**config.mk**
```make
export PLATFORM = sky130hd
export DESIGN_NAME = dphy_rx_core
export DESIGN_NICKNAME = d
export VERILOG_FILES = /design/src/hw/dphy_rx_pkg.sv /design/src/hw/dphy_lane_if.sv /design/src/hw/dphy_rx_core.sv /design/src/hw/dphy_32b_map.sv /design/src/hw/dphy_word_align.sv /design/src/hw/dphy_byte_align.sv /design/src/hw/dphy_settle_ignore.sv
export VERILOG_INCLUDE_DIRS = /design/src /design/src/hw
export SDC_FILE = /design/constraint.sdc
export NUM_CORES = 1
export LEC_CHECK = 0
export BUFFER_PORTS_ARGS = -buffer_cell sky130_fd_sc_hd__buf_2
export CORE_MARGIN = 1
export CORE_UTILIZATION = 60
export DETAILED_ROUTE_END_ITERATION = 7
export PLACE_DENSITY_LB_ADDON = 0.1
export SLEW_MARGIN = 10
export SYNTH_ARGS = -nofsm -noshare
export SYNTH_HDL_FRONTEND = slang
export SYNTH_SLANG_ARGS = --single-unit
```
**constraint.sdc**
```tcl
create_clock -name byte_clk_i -period 3.8 [get_ports byte_clk_i]
set_clock_uncertainty 0.2 [all_clocks]
set_input_delay 0.19 -clock byte_clk_i [delete_from_list [all_inputs] [get_ports byte_clk_i]]
set_output_delay 0.19 -clock byte_clk_i [all_outputs]
set_load 0.005 [all_outputs]
```
**src/hw/dphy_rx_defines.svh**
```systemverilog
`ifndef DPHY_RX_DEFINES_SVH
`define DPHY_RX_DEFINES_SVH

// Number of HS data lanes (1, 2 or 4)
`define DPHY_DATA_LANES 2

// HS leader sync pattern, received LSB first
`define DPHY_SYNC_BYTE 8'hB8

// Byte clocks ignored after LP00 is first seen
`define DPHY_SETTLE_CYCLES 4

// Per-lane deskew buffer depth, equals max lane skew in bytes
`define DPHY_DESKEW_DEPTH 4

`endif
```
**src/hw/dphy_rx_pkg.sv**
```systemverilog
package dphy_rx_pkg;

  // LP line state per data lane
  typedef enum logic [1:0] {
    LP_STOP,
    LP_RQST,
    LP_SETTLE,
    LP_HS
  } lane_state_e;

  // Sync search state of the byte aligner
  typedef enum logic {
    ALIGN_HUNT,
    ALIGN_LOCKED
  } align_state_e;

  typedef logic [7:0] lane_byte_t;

endpackage

```
**src/hw/dphy_lane_if.sv**
```systemverilog
`timescale 1ns/1ps

`include "dphy_rx_defines.svh"

interface dphy_lane_if import dphy_rx_pkg::*; ();

  // Aligned bytes, one slot per lane
  lane_byte_t [`DPHY_DATA_LANES-1:0] lane_byte;
  logic       [`DPHY_DATA_LANES-1:0] lane_valid;
  // One pulse per lane when its sync byte is locked
  logic       [`DPHY_DATA_LANES-1:0] lane_sot;
  logic                              reset_align;

  modport byte_side (
    output lane_byte,
    output lane_valid,
    output lane_sot,
    input  reset_align
  );

  modport word_side (
    input  lane_byte,
    input  lane_valid,
    input  lane_sot,
    output reset_align
  );

endinterface

```
**src/hw/dphy_rx_core.sv**
```systemverilog
`timescale 1ns/1ps

`include "dphy_rx_defines.svh"

module dphy_rx_core import dphy_rx_pkg::*; (
  input  logic                            byte_clk_i,
  input  logic                            rst_n_i,
  input  logic                            enable_i,
  input  logic                            eop_i,
  input  logic [`DPHY_DATA_LANES-1:0]     lp_data_p_i,
  input  logic [`DPHY_DATA_LANES-1:0]     lp_data_n_i,
  input  logic [8*`DPHY_DATA_LANES-1:0]   raw_byte_i,
  output logic [31:0]                     data_o,
  output logic                            valid_o
);

  logic [`DPHY_DATA_LANES-1:0]       hs_valid;
  lane_byte_t [`DPHY_DATA_LANES-1:0] word_beat;
  logic                              beat_valid;

  dphy_lane_if lane_if ();

  generate
    for (genvar i = 0; i < `DPHY_DATA_LANES; i++)
    begin : data_lane
      dphy_settle_ignore settle_ignore (
        .byte_clk_i ( byte_clk_i     ),
        .rst_n_i    ( rst_n_i        ),
        .enable_i   ( enable_i       ),
        .lp_p_i     ( lp_data_p_i[i] ),
        .lp_n_i     ( lp_data_n_i[i] ),
        .hs_valid_o ( hs_valid[i]    )
      );

      dphy_byte_align #(
        .lane_idx   ( i                    )
      ) byte_align (
        .byte_clk_i ( byte_clk_i           ),
        .rst_n_i    ( rst_n_i              ),
        .hs_valid_i ( hs_valid[i]          ),
        .raw_byte_i ( raw_byte_i[i*8 +: 8] ),
        .lane_o     ( lane_if.byte_side    )
      );
    end
  endgenerate

  dphy_word_align word_align (
    .byte_clk_i   ( byte_clk_i        ),
    .rst_n_i      ( rst_n_i           ),
    .eop_i        ( eop_i             ),
    .lanes_i      ( lane_if.word_side ),
    .word_beat_o  ( word_beat         ),
    .beat_valid_o ( beat_valid        )
  );

  dphy_32b_map mapper (
    .byte_clk_i   ( byte_clk_i ),
    .rst_n_i      ( rst_n_i    ),
    .eop_i        ( eop_i      ),
    .word_beat_i  ( word_beat  ),
    .beat_valid_i ( beat_valid ),
    .data_o       ( data_o     ),
    .valid_o      ( valid_o    )
  );

endmodule

```
**src/hw/dphy_32b_map.sv**
```systemverilog
`timescale 1ns/1ps

`include "dphy_rx_defines.svh"

module dphy_32b_map import dphy_rx_pkg::*; (
  input  logic                              byte_clk_i,
  input  logic                              rst_n_i,
  input  logic                              eop_i,
  input  lane_byte_t [`DPHY_DATA_LANES-1:0] word_beat_i,
  input  logic                              beat_valid_i,
  output logic [31:0]                       data_o,
  output logic                              valid_o
);

  logic [31:0] acc_q;
  logic [31:0] acc_next;
  logic [2:0]  fill_q;
  logic [2:0]  fill_next;

  // Lane 0 takes the lowest free byte
  always_comb
  begin
    acc_next  = acc_q;
    fill_next = fill_q;
    if (beat_valid_i)
    begin
      for (int l = 0; l < `DPHY_DATA_LANES; l++)
        acc_next[(int'(fill_q) + l) * 8 +: 8] = word_beat_i[l];
      fill_next = fill_q + 3'(`DPHY_DATA_LANES);
    end
  end

  always_ff @(posedge byte_clk_i)
  begin
    if (!rst_n_i)
    begin
      acc_q   <= '0;
      fill_q  <= '0;
      valid_o <= 1'b0;
    end
    else
    begin
      valid_o <= 1'b0;
      if (fill_next == 3'd4 || (eop_i && fill_next != '0))
      begin
        // Unfilled bytes stay zero since acc is cleared after each word
        data_o  <= acc_next;
        valid_o <= 1'b1;
        acc_q   <= '0;
        fill_q  <= '0;
      end
      else
      begin
        acc_q  <= acc_next;
        fill_q <= fill_next;
      end
    end
  end

endmodule

```
**src/hw/dphy_word_align.sv**
```systemverilog
`timescale 1ns/1ps

`include "dphy_rx_defines.svh"

module dphy_word_align import dphy_rx_pkg::*; (
  input  logic                              byte_clk_i,
  input  logic                              rst_n_i,
  input  logic                              eop_i,
  dphy_lane_if.word_side                    lanes_i,
  output lane_byte_t [`DPHY_DATA_LANES-1:0] word_beat_o,
  output logic                              beat_valid_o
);

  localparam int depth = `DPHY_DESKEW_DEPTH;
  localparam int ptr_w = (depth > 1) ? $clog2(depth) : 1;
  localparam int cnt_w = $clog2(depth + 1);

  lane_byte_t                fifo_mem [`DPHY_DATA_LANES][depth];
  logic [ptr_w-1:0]          wr_ptr   [`DPHY_DATA_LANES];
  logic [ptr_w-1:0]          rd_ptr   [`DPHY_DATA_LANES];
  logic [cnt_w-1:0]          fill_cnt [`DPHY_DATA_LANES];
  logic [`DPHY_DATA_LANES-1:0] nonempty;
  logic [`DPHY_DATA_LANES-1:0] push;
  logic                      pop;
  logic                      reset_align_q;

  // A beat leaves only once every lane has a byte waiting
  assign pop = (&nonempty) & ~eop_i;

  always_comb
  begin
    for (int l = 0; l < `DPHY_DATA_LANES; l++)
    begin
      nonempty[l] = (fill_cnt[l] != '0);
      push[l]     = lanes_i.lane_valid[l] & ((fill_cnt[l] != cnt_w'(depth)) | pop);
    end
  end

  always_ff @(posedge byte_clk_i)
  begin
    for (int l = 0; l < `DPHY_DATA_LANES; l++)
    begin
      if (push[l])
        fifo_mem[l][wr_ptr[l]] <= lanes_i.lane_byte[l];
      if (pop)
        word_beat_o[l] <= fifo_mem[l][rd_ptr[l]];
    end
  end

  always_ff @(posedge byte_clk_i)
  begin
    if (!rst_n_i)
    begin
      beat_valid_o  <= 1'b0;
      reset_align_q <= 1'b0;
      for (int l = 0; l < `DPHY_DATA_LANES; l++)
      begin
        wr_ptr[l]   <= '0;
        rd_ptr[l]   <= '0;
        fill_cnt[l] <= '0;
      end
    end
    else
    begin
      beat_valid_o  <= pop;
      reset_align_q <= eop_i;
      for (int l = 0; l < `DPHY_DATA_LANES; l++)
      begin
        // Fresh lock or end of packet empties the lane
        if (eop_i || lanes_i.lane_sot[l])
        begin
          wr_ptr[l]   <= '0;
          rd_ptr[l]   <= '0;
          fill_cnt[l] <= '0;
        end
        else
        begin
          if (push[l])
            wr_ptr[l] <= (wr_ptr[l] == ptr_w'(depth - 1)) ? '0 : wr_ptr[l] + 1'b1;
          if (pop)
            rd_ptr[l] <= (rd_ptr[l] == ptr_w'(depth - 1)) ? '0 : rd_ptr[l] + 1'b1;
          if (push[l] && !pop)
            fill_cnt[l] <= fill_cnt[l] + 1'b1;
          else if (!push[l] && pop)
            fill_cnt[l] <= fill_cnt[l] - 1'b1;
        end
      end
    end
  end

  assign lanes_i.reset_align = reset_align_q;

endmodule

```
**src/hw/dphy_byte_align.sv**
```systemverilog
`timescale 1ns/1ps

`include "dphy_rx_defines.svh"

module dphy_byte_align import dphy_rx_pkg::*; #(
  parameter int lane_idx = 0
)(
  input  logic                  byte_clk_i,
  input  logic                  rst_n_i,
  input  logic                  hs_valid_i,
  input  lane_byte_t            raw_byte_i,
  dphy_lane_if.byte_side        lane_o
);

  align_state_e state;
  lane_byte_t   raw_q;
  lane_byte_t   prev_q;
  lane_byte_t   byte_q;
  logic         raw_hs_q;
  logic         prev_hs_q;
  logic         win_hs;
  logic [2:0]   offset_q;
  logic [2:0]   found_off;
  logic         found;
  logic         valid_q;
  logic         sot_q;
  logic [15:0]  window;

  // Older byte in the low half, bits arrive LSB first
  assign window = {raw_q, prev_q};
  assign win_hs = raw_hs_q & prev_hs_q;

  // Lowest offset wins
  always_comb
  begin
    found     = 1'b0;
    found_off = '0;
    for (int o = 7; o >= 0; o--)
    begin
      if (window[o +: 8] == `DPHY_SYNC_BYTE)
      begin
        found     = 1'b1;
        found_off = 3'(o);
      end
    end
  end

  always_ff @(posedge byte_clk_i)
  begin
    raw_q  <= raw_byte_i;
    prev_q <= raw_q;
    byte_q <= window[offset_q +: 8];
  end

  always_ff @(posedge byte_clk_i)
  begin
    if (!rst_n_i)
    begin
      state     <= ALIGN_HUNT;
      offset_q  <= '0;
      valid_q   <= 1'b0;
      sot_q     <= 1'b0;
      raw_hs_q  <= 1'b0;
      prev_hs_q <= 1'b0;
    end
    else
    begin
      raw_hs_q  <= hs_valid_i;
      prev_hs_q <= raw_hs_q;
      valid_q   <= 1'b0;
      sot_q     <= 1'b0;
      if (!win_hs || lane_o.reset_align)
        state <= ALIGN_HUNT;
      else if (state == ALIGN_HUNT)
      begin
        if (found)
        begin
          state    <= ALIGN_LOCKED;
          offset_q <= found_off;
          sot_q    <= 1'b1;
        end
      end
      else
        valid_q <= 1'b1;
    end
  end

  assign lane_o.lane_byte[lane_idx]  = byte_q;
  assign lane_o.lane_valid[lane_idx] = valid_q;
  assign lane_o.lane_sot[lane_idx]   = sot_q;

endmodule

```
**src/hw/dphy_settle_ignore.sv**
```systemverilog
`timescale 1ns/1ps

`include "dphy_rx_defines.svh"

module dphy_settle_ignore import dphy_rx_pkg::*; (
  input  logic byte_clk_i,
  input  logic rst_n_i,
  input  logic enable_i,
  input  logic lp_p_i,
  input  logic lp_n_i,
  output logic hs_valid_o
);

  localparam int cnt_w = $clog2(`DPHY_SETTLE_CYCLES + 1);

  lane_state_e      state;
  logic [cnt_w-1:0] settle_cnt;
  logic [1:0]       lp;

  assign lp         = {lp_p_i, lp_n_i};
  assign hs_valid_o = (state == LP_HS);

  always_ff @(posedge byte_clk_i)
  begin
    if (!rst_n_i || !enable_i)
    begin
      state      <= LP_STOP;
      settle_cnt <= '0;
    end
    else
    begin
      case (state)
        LP_STOP:
        begin
          if (lp == 2'b01)
            state <= LP_RQST;
        end
        LP_RQST:
        begin
          // HS request must go straight to bridge state
          if (lp == 2'b00)
          begin
            state      <= LP_SETTLE;
            settle_cnt <= '0;
          end
          else if (lp != 2'b01)
            state <= LP_STOP;
        end
        LP_SETTLE:
        begin
          if (lp != 2'b00)
            state <= LP_STOP;
          else if (settle_cnt == cnt_w'(`DPHY_SETTLE_CYCLES - 1))
            state <= LP_HS;
          else
            settle_cnt <= settle_cnt + 1'b1;
        end
        default:
        begin
          if (lp != 2'b00)
            state <= LP_STOP;
        end
      endcase
    end
  end

endmodule

```
* Word-level counts from Yosys, hierarchy flattened
Memories as Yosys holds them, arrays and structs flattened.
Cells that the tools add are included.
** Cells by class
- Add/subtract/negate cells :: 14
- Magnitude comparators :: 6
- Equal/unequal tests :: 47
- Shift operators :: 6
- Muxes and demuxes :: 135
- Bitwise logic cells :: 31
- Reductions and logical operators :: 46
** Operators with widths (number)
- equality test 8 bit, second input constant :: 16
- two-way mux 32 bit :: 3
- two-way mux 3 bit :: 29
- variable shift 8 x 33 -> 32 bit, first input constant :: 2
- indexed part select 8 x 33 -> 32 bit :: 2
- bitwise mux 32 bit :: 2
- two-way mux 1 bit :: 63
- two-way mux 2 bit :: 24
- two-way mux 8 bit :: 6
- negator 32 -> 33 bit :: 1
- negator 6 -> 33 bit :: 1
- binary-select mux 8 bit (select 2 bit) :: 2
- demux 8 bit (select 2 bit) :: 2
- indexed part select 16 x 4 -> 8 bit :: 2
- equality test 2 bit, second input constant :: 8
- bitwise OR 1 bit :: 16
- AND reduction 4 bit :: 4
- adder 3 x 1 -> 3 bit, second input constant :: 4
- >= comparator 3 bit, second input constant :: 4
- inequality test 2 x 1 -> 1 bit, second input constant :: 6
- inequality test 3 x 1 -> 1 bit, second input constant :: 4
- inverter 2 -> 3 bit :: 4
- case mux 2 bit (3 select lines) :: 2
- case mux 3 bit (2 select lines) :: 2
- other kinds (23) :: 76
** Word-level totals
- Register bits :: 160
- Memory bits (writable) :: 78
- Input port bits :: 24
- Output and inout bits :: 33
- Memories :: 4
** Memory list
- word_align.fifo_mem :: depth 2, width 32, read ports 2, clocked after Yosys merged registers in 0, write ports 2, RTL line dphy_word_align.sv:18 : lane_byte_t fifo_mem [`DPHY_DATA_LANES][depth];
- word_align.fill_cnt :: depth 2, width 3, read ports 2, clocked after Yosys merged registers in 0, write ports 2, RTL line dphy_word_align.sv:21 : logic [cnt_w-1:0] fill_cnt [`DPHY_DATA_LANES];
- word_align.rd_ptr :: depth 2, width 2, read ports 2, clocked after Yosys merged registers in 0, write ports 2, RTL line dphy_word_align.sv:20 : logic [ptr_w-1:0] rd_ptr [`DPHY_DATA_LANES];
- word_align.wr_ptr :: depth 2, width 2, read ports 2, clocked after Yosys merged registers in 0, write ports 2, RTL line dphy_word_align.sv:19 : logic [ptr_w-1:0] wr_ptr [`DPHY_DATA_LANES];

* Depth between registers and ports, before layout
An unclocked memory read counts as a cell.
- Depth after elaboration :: 14
- Mapped depth :: 9
- Mapped depth without buffers :: 8

* Worst setup path after synthesis
No wires, ideal clock.
- Path type :: register to register
- Start :: register mapper.fill_q[1]
- End :: register mapper.data_o[0], enable pin
- Library setup time :: 0.421 ns
- Data arrival time :: 2.780 ns
- Required time :: 3.179 ns
- Path slack :: 0.399 ns
- Cell stages (with the launch flop) :: 9
- Path buffers :: 2
- Period minus slack after synthesis :: 3.401 ns
- Cells stage by stage :: dfxtp_1 buf_2 inv_1 ha_1 nand2_1 nand3_1 o21ai_1 clkbuf_1 nor2_1
** Between the ends
- Longest elaborated chain between the ends :: 6
** RTL lines
- start, declared :: RTL line dphy_32b_map.sv:17 : logic [2:0] fill_q;
- start signal, assigned :: RTL line dphy_32b_map.sv:55 : fill_q <= fill_next;
- adder 3 x 2 -> 3 bit :: RTL line dphy_32b_map.sv:29 : fill_next = fill_q + 3'(`DPHY_DATA_LANES);
- two-way mux 3 bit * :: RTL line dphy_32b_map.sv:25 : if (beat_valid_i)
- nonzero test 3 bit :: RTL line dphy_32b_map.sv:44 : if (fill_next == 3'd4 || (eop_i && fill_next != '0))
- logical AND 1 bit :: RTL line dphy_32b_map.sv:44
- logical OR 1 bit * :: RTL line dphy_32b_map.sv:44
- AND reduction 2 bit (no line) *
- end signal, assigned :: RTL line dphy_32b_map.sv:47 : data_o <= acc_next;
- end, declared :: RTL line dphy_32b_map.sv:11 : output logic [31:0] data_o,
Mark *: on every way between the ends. The rest lies on a longest branch, timed or not.
A chain may end at the register's enable or synchronous reset.

==> results.toml <==
[synth]
synth_nets = 733
ys.flop_type = "edfxtp_1"
synth-seq-cells = 237
yosys_warnings = 0
syn_area_per_cell_um2 = 13.5
synthCells = 688
async_reset_ff_share_pct = 0
synth_top_area_share_pct = 40.9
synth.distinct_cells = 58
synth.top_cells.by_area = "edfxtp_1 41%, dfxtp_1 24%, mux4_2 4.4%"
synth-edff-count = 126
seq_area_frac_synth_pct = 64.9
synth_area_leader_cell = "edfxtp_1"
syn_area_um2 = 9260

[global_routing]
grt_overflow = 0
grtUsageTotal_pct = 21.0
grt_first_pass_wirelength_mm = 27.2
grt_pass1_vias = 5520
antenna_found_initial = 0
grt_max_degree = 42

[worst_setup_path]
cp.arrival_ps = 2870
path_buf_inv = 2
crit_path_start_kind = "register"
rrSetupSlack_ps = 870
critical_path_class = "register to register"
end_kind = "register"
worst-path-max-fanout = 21
r2r-start = "word_align.fill_cnt[0][0]"
crit_required_ps = 3730
path_depth = 7
crit_chain = "inv_1 > ha_1 > nor2b_1 > or3_4 > inv_2 > o21ai_4 > nor2_1"
worstRegToRegCells = 7
endpoint = "word_align.fifo_mem[0][54]"
startpoint = "word_align.fill_cnt[0][0]"
slowest_stage = "nor2_1"
cpPeakStageDelay_ps = 580
worstReg2RegEnd = "word_align.fifo_mem[0][54]"
critPathTopFamily = "simple AND/OR/NAND/NOR gates"

[route]
num_vias = 5583
drc = 0
viasPerCell = 5.72
drt-wirelength-per-cell_um = 16.2
first_pass_iters = 4
met1Wirelength_mm = 7.23
drt.antenna.violating_nets = 0
highest_layer = "met4"
wl_mm = 15.8
route.met2.wl_mm = 7.58
drt-initial-drc-count = 417
met3_wirelength_um = 751

[cts]
cts-root-buf = "clkbuf_16"
cts_sinks = 237
htreeDepth = 1
numCtsBuffers = 23
clkTransAtPathRegs_ps = 60
post_cts_resize_count = 0
clk_latency_ps = 500
cts_tree = "built"
cts_max_path_buffers = 3

[placement]
pre_cts_slack_ps = 865
place_area_um2 = 9680
port_buffers = 56
hpwl_mm = 10.7
place.gp.congestion = 0.818

[power_and_ir_drop]
vdd_drop_max_mv = 0.369
power.density_nw_per_um2 = 495
p_leak_uw = 0.00402

[sta]
max_freq_mhz = 341
maxSlewHeadroom_pct = 51.5
setup_viol = 0
rsz0062_at_grt = "no"
hold_ws_ps = 119
setup_tns_ps = 0
fin_crit_sh_pct = 77.2
finalWorstSetupSlack_ps = 865
hold_viol = 0
min_period_ps = 2930
drv_slew = 0
tightest_slew_ps = 724

[floorplanning]
coreArea_um2 = 15100
die_h_um = 126
die_x_um = 126
core.rowCount = 45
start_util_pct = 61.1
die_area_um2 = 15900
num_io_pins = 57

[layout]
syn_to_final_growth_pct = 15.9
design_area_um2 = 10700
antennaDiodeCount = 0
drive_gt1_share_pct = 18.3
nets = 816

[flow_run]
maxCapViolCount = 0

[status]
status = "finished, final reports clean"

[hold_path]
hp-class = "input port to register"
hold_start = "raw_byte_i[4]"
[logic make-up after synthesis]
kind of cell    synth area share [%]
fa+ha+maj                       2.92
compound gates                  7.68
mux                             8.16
buf+inv                         2.51
flops                           64.9
xor+xnor                       0.284
simple gates                    13.6
[synthesized netlist by cell type (3+ instances only)]
cell / number
edfxtp_1: 126
dfxtp_1: 111
nand2_1: 52
and3_1: 39
nor2_1: 33
a22o_1: 32
inv_1: 26
mux2i_1: 26
a21oi_1: 22
ha_1: 20
clkbuf_1: 19
mux4_2: 18
o21ai_0: 17
nor4bb_1: 16
nor3_1: 13
nand3_1: 11
and2_1: 8
mux2_2: 8
and4bb_2: 6
buf_2: 6
nor4_1: 6
o21ai_1: 6
a22oi_1: 5
nand2b_1: 4
nor2b_1: 4
or3_1: 4
clkinv_1: 3
nor3_2: 3
or2_2: 3
xnor2_1: 3
[cell type report]
type | count | area, µm²
flip-flops and latches | 237 | 6010
fillers | 1008 | 4410
multi-input cells | 393 | 3020
clock buffers | 30 | 664
repair buffers | 86 | 573
well taps | 188 | 235
clock inverters | 12 | 119
inverters | 30 | 113
[stage by stage]
stage          power, µW  util, %  cells
3_5_place_dp        3060     63.9    907
6_report            5310     70.9    976
3_3_place_gp        3040     63.9    907
5_1_grt             5500     70.9    976
2_1_floorplan       2990        -    688
4_1_cts             5360     70.9    976
[layout by cell type, fill, tap and decap left out, types with 13 or more instances in the layout]
cell             n
nor4bb_1        16
edfxtp_1       126
clkbuf_16       25
nand2_1         52
dfxtp_1        111
a22o_1          32
ha_1            20
nor3_1          13
inv_1           26
mux2i_1         26
dlygate4sd3_1   27
nor2_1          32
mux4_2          18
buf_2           56
and3_1          39
a21oi_1         22
o21ai_0         17
[metal layers]
layer / vias to the layer above / track usage (%)
met5: - / 0
met4: 0 / 5.46
met3: 23 / 3.57
met2: 141 / 35.6
met1: 2667 / 28.2
li1: 2752 / -
[worst min path at each step]
stage | to | slack, ps | cells after the start
after floorplan | data_lane[0].byte_align.raw_q[0] | 20 | 0
after global placement | data_lane[0].byte_align.raw_q[1] | 90 | 1
after detailed placement | data_lane[0].byte_align.raw_q[4] | 90 | 1
after CTS | data_lane[1].byte_align.raw_q[5] | 100 | 2
after global routing | data_lane[1].byte_align.raw_q[0] | 100 | 2
final | data_lane[0].byte_align.raw_q[4] | 120 | 2
[sequential cells by signal (all words and copies together), names as in the netlist, 16 cells and up]
signal                       cells
data_lane.byte_align.byte_q     16
data_lane.byte_align.prev_q     16
data_lane.byte_align.raw_q      16
mapper.acc_q                    32
mapper.data_o                   32
word_align.fifo_mem             64
word_align.word_beat_o          16
[where the power goes]
part           total (µW)  switching [µW]  internal [µW]
Clock                2290             918           1370
Combinational         205             101            105
Sequential           2820            62.8           2750
[what timing repair did]
| item | CTS | global route |
|---|---|---|
| setup endpoints to repair | 0 | 0 |
| buffers inserted | 0 | 0 |
| hold buffers | 27 | 0 |
| hold endpoints to repair | 30 | 0 |
Power figures use the tool's default switching activity.
